### src/rtl/rv_exec_cfg.svh
`ifndef RV_EXEC_CFG_SVH
`define RV_EXEC_CFG_SVH

// Data path width of the core
`define RV_XLEN 32

// Destination register address width
`define RV_REG_AW 5

`endif

### src/rtl/rv_exec_pkg.sv
`default_nettype none

`include "rv_exec_cfg.svh"

package rv_exec_pkg;

    typedef struct packed {
        logic arith_sub;
        logic cmp_eq;
        logic cmp_lts;
        logic cmp_ltu;
        logic cmp_inv;       // Inverts the selected compare
        logic bits_xor;
        logic bits_or;
        logic bits_and;
        logic shift_right;
        logic shift_arith;
    } alu_ctrl_t;

    typedef struct packed {
        logic arith;
        logic cmp;
        logic bits;
        logic shift;
    } alu_res_t;

    typedef enum logic [1:0] {
        RES_ALU     = 2'd0,
        RES_MEM     = 2'd1,
        RES_PC_NEXT = 2'd2
    } res_src_t;

    typedef struct packed {
        logic [`RV_XLEN-1:0]   op1;
        logic [`RV_XLEN-1:0]   op2;
        alu_res_t              res;
        alu_ctrl_t             ctrl;
        logic                  store;
        logic                  reg_write;
        logic [`RV_REG_AW-1:0] rd;
        logic                  jal_jalr;
        logic                  branch;
        logic                  branch_pred;  // Set when fetch already took this path
        logic [`RV_XLEN-1:0]   pc_next;
        logic [`RV_XLEN-1:0]   pc_target_base;
        logic [`RV_XLEN-1:0]   pc_target_offset;
        res_src_t              res_src;
        logic [2:0]            funct3;
        logic [`RV_XLEN-1:0]   reg_data2;
        logic                  csr_read;
        logic [`RV_XLEN-1:0]   csr_data;
        logic                  to_trap;
    } exec_op_t;

    typedef struct packed {
        logic [`RV_XLEN-1:0]   result;
        logic [`RV_XLEN-1:0]   add;
        logic                  pc_select;
        logic [`RV_XLEN-1:0]   pc_target;
        logic                  store;
        logic [`RV_XLEN-1:0]   wdata;
        logic [`RV_XLEN/8-1:0] wsel;
        logic                  reg_write;
        logic [`RV_REG_AW-1:0] rd;
        logic [`RV_XLEN-1:0]   pc_next;
        res_src_t              res_src;
        logic [2:0]            funct3;
        logic                  to_trap;
    } exec_res_t;

    // Turns an operation into a bubble while its operand fields keep their value
    function automatic exec_op_t clear_ctrl(exec_op_t op);
        exec_op_t k;
        k = op;
        k.rd          = '0;
        k.store       = 1'b0;
        k.reg_write   = 1'b0;
        k.res_src     = RES_ALU;
        k.to_trap     = 1'b0;
        k.branch_pred = 1'b0;
        k.jal_jalr    = 1'b0;
        k.branch      = 1'b0;
        return k;
    endfunction

endpackage

`default_nettype wire

### src/rtl/rv_stage_if.sv
`timescale 1ns/1ps
`default_nettype none

interface rv_stage_if
#(
    parameter type payload_t = rv_exec_pkg::exec_op_t
)
();

    logic     valid;
    logic     ready;
    payload_t payload;   // Held steady while valid is high

    modport src
    (
        output valid,
        output payload,
        input  ready
    );

    modport dst
    (
        input  valid,
        input  payload,
        output ready
    );

endinterface

`default_nettype wire

### src/rtl/rv_issue_port.sv
`timescale 1ns/1ps
`default_nettype none

module rv_issue_port
(
    input  logic                  i_clk,
    input  logic                  i_reset,
    input  logic                  i_flush,
    input  logic                  i_req,
    input  rv_exec_pkg::exec_op_t i_op,
    output logic                  o_ack,
    rv_stage_if.src               bus
);

    logic                  hold_valid;
    rv_exec_pkg::exec_op_t hold_op;
    logic                  capture;

    assign capture = i_req && !o_ack && !hold_valid;   // New request and room to take it

    always_ff @(posedge i_clk)
    begin
        if (i_reset)
        begin
            o_ack <= 1'b0;
        end
        else if (capture)
        begin
            o_ack <= 1'b1;
        end
        else if (!i_req)
        begin
            o_ack <= 1'b0;   // Host released the request
        end
    end

    always_ff @(posedge i_clk)
    begin
        if (i_reset || i_flush)
        begin
            hold_valid <= 1'b0;
        end
        else if (capture)
        begin
            hold_valid <= 1'b1;
        end
        else if (bus.ready)
        begin
            hold_valid <= 1'b0;
        end
    end

    always_ff @(posedge i_clk)
    begin
        if (i_reset || i_flush)
        begin
            hold_op <= rv_exec_pkg::clear_ctrl(hold_op);
        end
        else if (capture)
        begin
            hold_op <= i_op;
        end
    end

    assign bus.valid   = hold_valid;
    assign bus.payload = hold_op;

    // A new request only starts once the ack of the previous cycle has dropped
    a_req_after_ack: assert property (@(posedge i_clk) disable iff (i_reset)
        $rose(i_req) |-> !o_ack);

endmodule

`default_nettype wire

### src/rtl/rv_alu_exec.sv
`timescale 1ns/1ps
`default_nettype none

`include "rv_exec_cfg.svh"

module rv_alu_exec
(
    input  logic    i_clk,
    input  logic    i_reset,
    input  logic    i_flush,
    rv_stage_if.dst in_bus,
    rv_stage_if.src out_bus
);

    localparam int MSB   = `RV_XLEN - 1;
    localparam int SHW   = $clog2(`RV_XLEN);
    localparam int LANES = `RV_XLEN / 8;

    rv_exec_pkg::exec_op_t  ex_op;
    rv_exec_pkg::exec_res_t ex_res;
    logic                   ex_valid;
    logic                   op_b_sel;
    logic [MSB:0]           op_b;
    logic [`RV_XLEN:0]      sum;
    logic                   overflow;
    logic                   eq;
    logic                   lts;
    logic                   ltu;
    logic                   cmp_result;
    logic [SHW-1:0]         shamt;
    logic [MSB:0]           bits_result;
    logic [MSB:0]           shl;
    logic [MSB:0]           srl;
    logic [MSB:0]           sra;
    logic [MSB:0]           shift_result;
    logic [MSB:0]           alu_result;

    assign in_bus.ready = !ex_valid || out_bus.ready;   // Empty or handing over this cycle

    always_ff @(posedge i_clk)
    begin
        if (i_reset || i_flush)
        begin
            ex_valid <= 1'b0;
        end
        else if (in_bus.valid && in_bus.ready)
        begin
            ex_valid <= 1'b1;
        end
        else if (out_bus.ready)
        begin
            ex_valid <= 1'b0;
        end
    end

    always_ff @(posedge i_clk)
    begin
        if (i_reset || i_flush)
        begin
            ex_op <= rv_exec_pkg::clear_ctrl(ex_op);
        end
        else if (in_bus.valid && in_bus.ready)
        begin
            ex_op <= in_bus.payload;
        end
    end

    // One adder for add, sub and all compares
    assign op_b_sel = ex_op.ctrl.arith_sub || ex_op.res.cmp;
    assign op_b     = op_b_sel ? ~ex_op.op2 : ex_op.op2;
    assign sum      = {1'b0, ex_op.op1} + {1'b0, op_b} + {{`RV_XLEN{1'b0}}, op_b_sel};
    assign overflow = (ex_op.op1[MSB] ^ ex_op.op2[MSB]) & (ex_op.op1[MSB] ^ sum[MSB]);

    assign eq  = ex_op.ctrl.cmp_inv ^ (ex_op.op1 == ex_op.op2);
    assign lts = ex_op.ctrl.cmp_inv ^ (sum[MSB] ^ overflow);
    assign ltu = ex_op.ctrl.cmp_inv ^ !sum[`RV_XLEN];   // No carry out means borrow

    always_comb
    begin
        case (1'b1)
            ex_op.ctrl.cmp_lts: cmp_result = lts;
            ex_op.ctrl.cmp_ltu: cmp_result = ltu;
            default:            cmp_result = eq;
        endcase
    end

    always_comb
    begin
        case (1'b1)
            ex_op.ctrl.bits_xor: bits_result = ex_op.op1 ^ ex_op.op2;
            ex_op.ctrl.bits_or:  bits_result = ex_op.op1 | ex_op.op2;
            default:             bits_result = ex_op.op1 & ex_op.op2;
        endcase
    end

    assign shamt = ex_op.op2[SHW-1:0];
    assign shl   = ex_op.op1 << shamt;
    assign srl   = ex_op.op1 >> shamt;
    assign sra   = $signed(ex_op.op1) >>> shamt;

    always_comb
    begin
        if (!ex_op.ctrl.shift_right)
        begin
            shift_result = shl;
        end
        else if (ex_op.ctrl.shift_arith)
        begin
            shift_result = sra;
        end
        else
        begin
            shift_result = srl;
        end
    end

    always_comb
    begin
        case (1'b1)
            ex_op.csr_read:  alu_result = ex_op.csr_data;
            ex_op.res.cmp:   alu_result = {{MSB{1'b0}}, cmp_result};
            ex_op.res.bits:  alu_result = bits_result;
            ex_op.res.shift: alu_result = shift_result;
            default:         alu_result = sum[MSB:0];
        endcase
    end

    always_comb
    begin
        ex_res.result    = alu_result;
        ex_res.add       = sum[MSB:0];
        ex_res.pc_select = (ex_op.jal_jalr || (ex_op.branch && cmp_result)) &&
                           !ex_op.branch_pred;
        ex_res.pc_target = ex_op.pc_target_base + ex_op.pc_target_offset;
        ex_res.store     = ex_op.store;
        ex_res.reg_write = ex_op.reg_write;
        ex_res.rd        = ex_op.rd;
        ex_res.pc_next   = ex_op.pc_next;
        ex_res.res_src   = ex_op.res_src;
        ex_res.funct3    = ex_op.funct3;
        ex_res.to_trap   = ex_op.to_trap;
        case (ex_op.funct3[1:0])
            2'b00:
            begin
                ex_res.wdata = {LANES{ex_op.reg_data2[7:0]}};
                ex_res.wsel  = {{(LANES-1){1'b0}}, 1'b1} << sum[1:0];
            end
            2'b01:
            begin
                ex_res.wdata = {(LANES/2){ex_op.reg_data2[15:0]}};
                ex_res.wsel  = {{(LANES-2){1'b0}}, 2'b11} << {sum[1], 1'b0};
            end
            default:
            begin
                ex_res.wdata = ex_op.reg_data2;
                ex_res.wsel  = '1;
            end
        endcase
    end

    assign out_bus.valid   = ex_valid;
    assign out_bus.payload = ex_res;

    // Decode must never select two compare kinds at once
    a_cmp_onehot: assert property (@(posedge i_clk) disable iff (i_reset)
        (ex_valid && ex_op.res.cmp) |->
            $onehot0({ex_op.ctrl.cmp_eq, ex_op.ctrl.cmp_lts, ex_op.ctrl.cmp_ltu}));

endmodule

`default_nettype wire

### src/rtl/rv_result_port.sv
`timescale 1ns/1ps
`default_nettype none

module rv_result_port
(
    input  logic                   i_clk,
    input  logic                   i_reset,
    input  logic                   i_res_ack,
    rv_stage_if.dst                bus,
    output logic                   o_res_req,
    output rv_exec_pkg::exec_res_t o_res
);

    typedef enum logic [1:0] {
        ST_IDLE,
        ST_REQ,
        ST_WAIT
    } state_t;

    state_t                 state;
    logic                   full;
    logic                   drain;
    rv_exec_pkg::exec_res_t res_q;

    assign drain     = (state == ST_WAIT) && !i_res_ack;   // Host finished with the entry
    assign bus.ready = !full || drain;

    always_ff @(posedge i_clk)
    begin
        if (i_reset)
        begin
            state <= ST_IDLE;
            full  <= 1'b0;
        end
        else
        begin
            case (state)
                ST_IDLE: state <= full ? ST_REQ : ST_IDLE;
                ST_REQ:  state <= i_res_ack ? ST_WAIT : ST_REQ;
                default: state <= i_res_ack ? ST_WAIT : ST_IDLE;
            endcase
            if (bus.valid && bus.ready)
            begin
                full <= 1'b1;
            end
            else if (drain)
            begin
                full <= 1'b0;
            end
        end
    end

    always_ff @(posedge i_clk)
    begin
        if (bus.valid && bus.ready)
        begin
            res_q <= bus.payload;
        end
    end

    assign o_res_req = (state == ST_REQ);
    assign o_res     = res_q;

    a_res_stable: assert property (@(posedge i_clk) disable iff (i_reset)
        o_res_req |=> $stable(o_res));

endmodule

`default_nettype wire

### src/rtl/rv_exec_top.sv
`timescale 1ns/1ps
`default_nettype none

`include "rv_exec_cfg.svh"

module rv_exec_top
(
    input  logic                   i_clk,
    input  logic                   i_reset,
    input  logic                   i_flush,
    input  logic                   i_req,
    input  rv_exec_pkg::exec_op_t  i_op,
    input  logic                   i_res_ack,
    output logic                   o_ack,
    output logic                   o_res_req,
    output rv_exec_pkg::exec_res_t o_res
);

    rv_stage_if #(.payload_t(rv_exec_pkg::exec_op_t))  issue_bus ();
    rv_stage_if #(.payload_t(rv_exec_pkg::exec_res_t)) exec_bus ();

    rv_issue_port u_issue
    (
        .i_clk   (i_clk),
        .i_reset (i_reset),
        .i_flush (i_flush),
        .i_req   (i_req),
        .i_op    (i_op),
        .o_ack   (o_ack),
        .bus     (issue_bus.src)
    );

    rv_alu_exec u_exec
    (
        .i_clk   (i_clk),
        .i_reset (i_reset),
        .i_flush (i_flush),
        .in_bus  (issue_bus.dst),
        .out_bus (exec_bus.src)
    );

    // Result holder is outside the flush domain
    rv_result_port u_result
    (
        .i_clk     (i_clk),
        .i_reset   (i_reset),
        .i_res_ack (i_res_ack),
        .bus       (exec_bus.dst),
        .o_res_req (o_res_req),
        .o_res     (o_res)
    );

endmodule

`default_nettype wire

### config.mk
export PLATFORM = sky130hd
export DESIGN_NAME = rv_exec_top
export DESIGN_NICKNAME = d
export VERILOG_FILES = /design/src/rtl/rv_exec_pkg.sv /design/src/rtl/rv_stage_if.sv /design/src/rtl/rv_issue_port.sv /design/src/rtl/rv_alu_exec.sv /design/src/rtl/rv_result_port.sv /design/src/rtl/rv_exec_top.sv
export VERILOG_INCLUDE_DIRS = /design/src /design/src/rtl
export SDC_FILE = /design/constraint.sdc
export NUM_CORES = 1
export LEC_CHECK = 0
export ABC_AREA = 0
export BUFFER_PORTS_ARGS = -buffer_cell sky130_fd_sc_hd__buf_4
export CORE_ASPECT_RATIO = 0.9
export CORE_MARGIN = 5
export CORE_UTILIZATION = 51
export DETAILED_ROUTE_END_ITERATION = 8
export HOLD_SLACK_MARGIN = 0.02
export PLACE_DENSITY = 0.7
export SLEW_MARGIN = 20
export SYNTH_ARGS = -nofsm -noshare
export SYNTH_HDL_FRONTEND = slang
export SYNTH_SLANG_ARGS = --single-unit
### constraint.sdc
create_clock -name i_clk -period 46.1 [get_ports i_clk]
set_clock_uncertainty 0.1 [all_clocks]
set_input_delay 11.525 -clock i_clk [delete_from_list [all_inputs] [get_ports i_clk]]
set_output_delay 11.525 -clock i_clk [all_outputs]
set_load 0.005 [all_outputs]
[Word-level counts from Yosys, hierarchy flattened]
Index checks and enable logic that the tools add are counted.
Word-level totals
  register bits: 688
  input bits: 260
  output and inout bits: 180
Operators by class
  muxes and demuxes: 24
  add/sub/neg operators: 3
  bitwise logic cells: 12
  shift operators: 5
  reductions and logical operators: 26
  equal/unequal tests: 5
Operators by type and width (count)
  $mux 32: 9
  $pmux 36 s2: 1
  $add 32x32->33: 1
  $add 33x1->33: 1
  $add 32x32->32: 1
  $and 32x32->32: 1
  $eq 32x32->1: 1
  $not 32->32: 1
  $or 32x32->32: 1
  $shl 32x5->32: 1
  $shr 32x5->32: 1
  $sshr 32x5->32: 1
  $xor 32x32->32: 1
  $mux 1: 11
  $logic_and 1x1->1: 7
  $logic_not 1->1: 7
  $reduce_bool 2->1: 3
  $xor 1x1->1: 6
  $logic_or 1x1->1: 5
  $eq 2x1->1 const B: 2
  $logic_not 2->1: 2
  $mux 2: 2
  $pmux 2 s2: 1
  $reduce_and 2->1: 2
  other kinds (6): 6

[Longest topological paths before layout]
  depth after elaboration: 12
  depth in mapped cells: 16
  mapped depth without buffers: 13

[By module]
Synthesis repeated with hierarchy kept, for this count alone.
Second synthesis, totals
  cells, all modules: 2350
  area total of the unflattened synthesis: 31980.7 um2
By module, submodules not included
  rv_alu_exec: instances 1, cells each 1848, area each 18499.0 um2
  rv_issue_port: instances 1, cells each 310, area each 8006.4 um2
  rv_result_port: instances 1, cells each 192, area each 5475.3 um2

[Worst setup path after synthesis]
No wires, ideal clock.
  path kind: in2reg
  start: input i_res_ack
  end: register u_exec.ex_op[100] in the netlist's numbering (enable)
  path buffers: 1
  data required time: 45.156 ns
  setup time: 0.844 ns
  stages on the path: 5
  setup slack: 23.034 ns
  arrival time: 22.122 ns
  path through: o31a_1 > nand2_1 > nand2_1 > clkbuf_1 > nor2_1
Between the ends
  longest elaborated chain between the ends: 6
Ends and longest elaborated chain
  start, declared: line rv_exec_top.sv:13  | input logic i_res_ack,
  $logic_not 1->1: line rv_result_port.sv:25  | assign drain = (state == ST_WAIT) && !i_res_ack;
  $logic_and 1x1->1: line rv_result_port.sv:25
  $logic_or 1x1->1: line rv_result_port.sv:26  | assign bus.ready = !full || drain;
  $logic_or 1x1->1: line rv_alu_exec.sv:38  | assign in_bus.ready = !ex_valid || out_bus.ready;
  $logic_and 1x1->1: line rv_alu_exec.sv:62  | else if (in_bus.valid && in_bus.ready)
  $reduce_and 2->1 (no line)
  end signal, assigned: line rv_alu_exec.sv:60  | ex_op <= rv_exec_pkg::clear_ctrl(ex_op);
  end signal, assigned: line rv_alu_exec.sv:64  | ex_op <= in_bus.payload;
  end, declared: line rv_alu_exec.sv:19  | rv_exec_pkg::exec_op_t ex_op;
No other way between the ends.
A chain may end at the register's enable or synchronous reset.

[Worst setup path in the final report]
  start: input i_res_ack
  end: register u_exec.ex_op[78] in the netlist's numbering (enable)
Same word-level chain as after synthesis.

==> results.py <==
metrics = {
    "floorplanning": {
        "row_count": 85,
        "die_area_um2": 65900,
        "die_w_um": 270,
        "initial_core_util_pct": 51.7,
        "core_um2": 60100,
        "dieHeight_um": 244,
        "io_pins": 440,
    },
    "setup_path": {
        "critPathLaunchType": "input port",
        "path_cells": "buf_4 > o31a_1 > nand2_1 > nand2_1 > nor2_4 > buf_4 > buf_12",
        "critPathMaxStageDelay_ns": 0.64,
        "cp_max_fo": 195,
        "path_class": "input port to flip-flop",
        "cp.arrival_ns": 14.26,
        "crit_path_end_kind": "flip-flop",
        "critPathRequiredTime_ns": 46.23,
        "crit_path_top_delay_cell": "buf_12",
    },
    "clock_tree": {
        "ctsHtreeMaxLevel": 3,
        "clk_latency_ns": 0.61,
        "cts_setup_buffers": 0,
        "cts_root_buf": "clkbuf_16",
        "cts_resized": 0,
        "cts_tree": "yes",
        "cts_sinks": 688,
        "cts_buffers": 68,
        "cts_buffer_depth": 3,
        "clk_pin_slew_ns": 0.06,
        "holdBufCountCts": 0,
    },
    "sta": {
        "finalCritPeriodShare_pct": 30.7,
        "fmaxAchievable_mhz": 70.8,
        "slew_viol_final": 0,
        "rsz0062_at_grt": "no",
        "setup_viol": 0,
        "setup_tns_ns": 0,
        "hold_viol": 0,
        "min_period_ns": 14.13,
        "whs_ns": 0.316,
        "max_slew_margin_pct": 13.5,
        "tightest_slew_ns": 1.30,
    },
    "synth": {
        "syn_area_per_cell_um2": 14.1,
        "syn_nets": 2595,
        "synthArstFlopShare_pct": 0,
        "yosysSeqAreaShare_pct": 65.5,
        "synth_top_area_share_pct": 63.5,
        "synth_area_leaders": "edfxtp_1 63%, ha_1 5.1%, mux4_2 5.0%, a21oi_1 2.3%, dfxtp_1 2.1%",
        "ys_warn_count": 0,
        "synthCells": 2206,
        "yosysTopAreaCell": "edfxtp_1",
        "syn_area_um2": 31000,
        "ys.flop_type": "edfxtp_1",
        "synth_edf_count": 656,
        "ys_types": 73,
        "ys_seq_elements": 688,
    },
    "placed_design": {
        "hpwlAfterDp_um": 63800,
        "port_buffers": 436,
        "gp_congestion": 0.967,
    },
    "finish": {
        "nets": 3035,
        "final_util_pct": 62.2,
        "num-fill-cells": 4494,
        "drive_gt1_share_pct": 24.7,
        "area_growth_syn_to_layout_pct": 20.4,
    },
    "global_routing": {
        "grt_pass1_wl_um": 130000,
        "track_usage_pct": 26.1,
        "grt_overflow": 0,
        "grt_start_max_net_pins": 196,
        "grt_pass1_vias": 20100,
        "antenna_found_initial": 20,
    },
    "routing": {
        "firstDrtPassIters": 6,
        "drc": 0,
        "via_per_inst": 5.92,
        "drt-initial-drc-count": 2177,
        "via_count": 20600,
        "wl_um": 88600,
        "drt.antenna.violating_nets": 0,
        "drt-wirelength-per-cell_um": 25.4,
    },
    "power": {
        "power_w": 0.00129,
        "power.leakage_nw": 13.9,
        "ir_worst_vdd_mv": 0.0332,
        "powerDensity_nw_per_um2": 34.4,
    },
    "worst_hold_path": {
        "hp-class": "flip-flop to flip-flop",
    },
    "flow_run": {
        "maxCapViolations": 0,
    },
    "run_status": {
        "status": "complete, no violations",
    },
}
==> final timing paths <==
check                                            to  slack, ns               startpoint  depth (start not counted)
worst min register to register     u_exec.ex_op[55]       0.32  u_issue.bus.payload[55]                          0
worst min-delay path               u_exec.ex_op[55]       0.32  u_issue.bus.payload[55]                          0
worst max register to register  u_result.o_res[146]      41.25        u_exec.ex_op[195]                         11
worst max-delay path               u_exec.ex_op[78]      31.97                i_res_ack                          7
==> layer usage <==
metal / part of all wire (%) / track usage, % / wire length [µm] / vias up
met5: 0.22 / 0 / 199 / -
met4: 3.2 / 7.96 / 2800 / 30
met3: 9.9 / 8.03 / 8790 / 212
met2: 46 / 40.5 / 40500 / 1035
met1: 41 / 36.0 / 36300 / 10000
li1: - / - / - / 9320
==> cell type report <==
type                       instances  area, µm²  share of cell area, %
clock buffer                      88       1840                   4.92
multi-input combinational       1308       9900                   26.5
tap                              783        980                   2.62
sequential                       688      20300                   54.4
antenna                            5       12.5                 0.0335
timing repair buffer             467       3530                   9.45
clock inverter                    33        353                  0.944
inverter                         113        424                   1.13
==> state kept, by name, summed over array words and instances, names as in the netlist <==
| register | cells |
|---|---|
| u_result.o_res | 178 |
| u_result.full | 1 |
| u_exec.ex_op | 207 |
| u_result.state | 2 |
| u_issue.bus.valid | 1 |
| u_exec.out_bus.payload | 45 |
| u_issue.bus.payload | 252 |
| u_exec.out_bus.valid | 1 |
| u_issue.o_ack | 1 |
==> worst max-delay path: cells and delay by family <==
family | cells | cell delay (ns)
compound gates | 1 | 0.31
buf+inv | 3 | 1.33
simple gates | 3 | 0.64
==> cells in the final DEF, fill, tap and decap left out, types with 16 or more instances in the layout <==
cell / count
a21oi_1: 142
a31oi_1: 22
nand2_1: 169
inv_1: 110
xor2_1: 19
mux2_2: 17
nor2_1: 154
clkbuf_1: 16
o21ai_0: 106
mux2i_1: 57
a21o_1: 34
nand3_1: 36
xnor2_1: 64
o211ai_1: 26
buf_4: 465
nor3_1: 28
ha_1: 127
edfxtp_1: 656
mux4_2: 69
a211oi_1: 30
dfxtp_1: 32
clkbuf_16: 70
==> where the power goes <==
part	internal (W)	switching [W]	total, W
sequential	0.000692	0.00000395	0.000696
combinational	0.0000243	0.0000250	0.0000493
clock	0.000304	0.000237	0.000541
==> stage by stage <==
| step | cells | setup WS (ns) | area, µm² |
|---|---|---|---|
| 6_report | 3485 | 31.97 | 37400 |
| 3_5_place_dp | 3359 | 31.43 | 35200 |
| 3_3_place_gp | 3359 | 31.51 | 35200 |
| 2_1_floorplan | 2206 | 23.03 | 31000 |
| 5_1_grt | 3481 | 31.86 | 37400 |
| 4_1_cts | 3480 | 32.07 | 37400 |
==> synth_stat cells (7+ instances only) <==
| library cell | number |
|---|---|
| a221oi_1 | 10 |
| or3_1 | 14 |
| o221ai_1 | 14 |
| o21a_1 | 13 |
| nor2_1 | 158 |
| nand3_1 | 36 |
| buf_2 | 11 |
| a21oi_1 | 142 |
| nand4_1 | 10 |
| nor2b_1 | 8 |
| mux2i_1 | 57 |
| a31oi_1 | 22 |
| and2_1 | 7 |
| o21bai_1 | 12 |
| nor4_1 | 9 |
| a211oi_1 | 30 |
| o21ai_0 | 106 |
| dfxtp_1 | 32 |
| mux2_2 | 17 |
| o211ai_1 | 26 |
| xor2_1 | 19 |
| nand2_1 | 169 |
| buf_1 | 11 |
| mux4_2 | 69 |
| edfxtp_1 | 656 |
| ha_1 | 127 |
| and3_1 | 8 |
| inv_1 | 110 |
| xnor2_1 | 64 |
| clkbuf_1 | 68 |
| a21o_1 | 34 |
| nor3_1 | 28 |
==> kinds of logic after synthesis <==
kind of cell	Yosys count	share of synthesized area [%]
buf+inv	210	2.68
compound gates	490	10.3
simple gates	463	6.48
fa+ha+maj	129	5.25
mux	143	7.46
flops	688	65.5
xor+xnor	83	2.34
No activity file was read; power rests on OpenSTA's default activity.
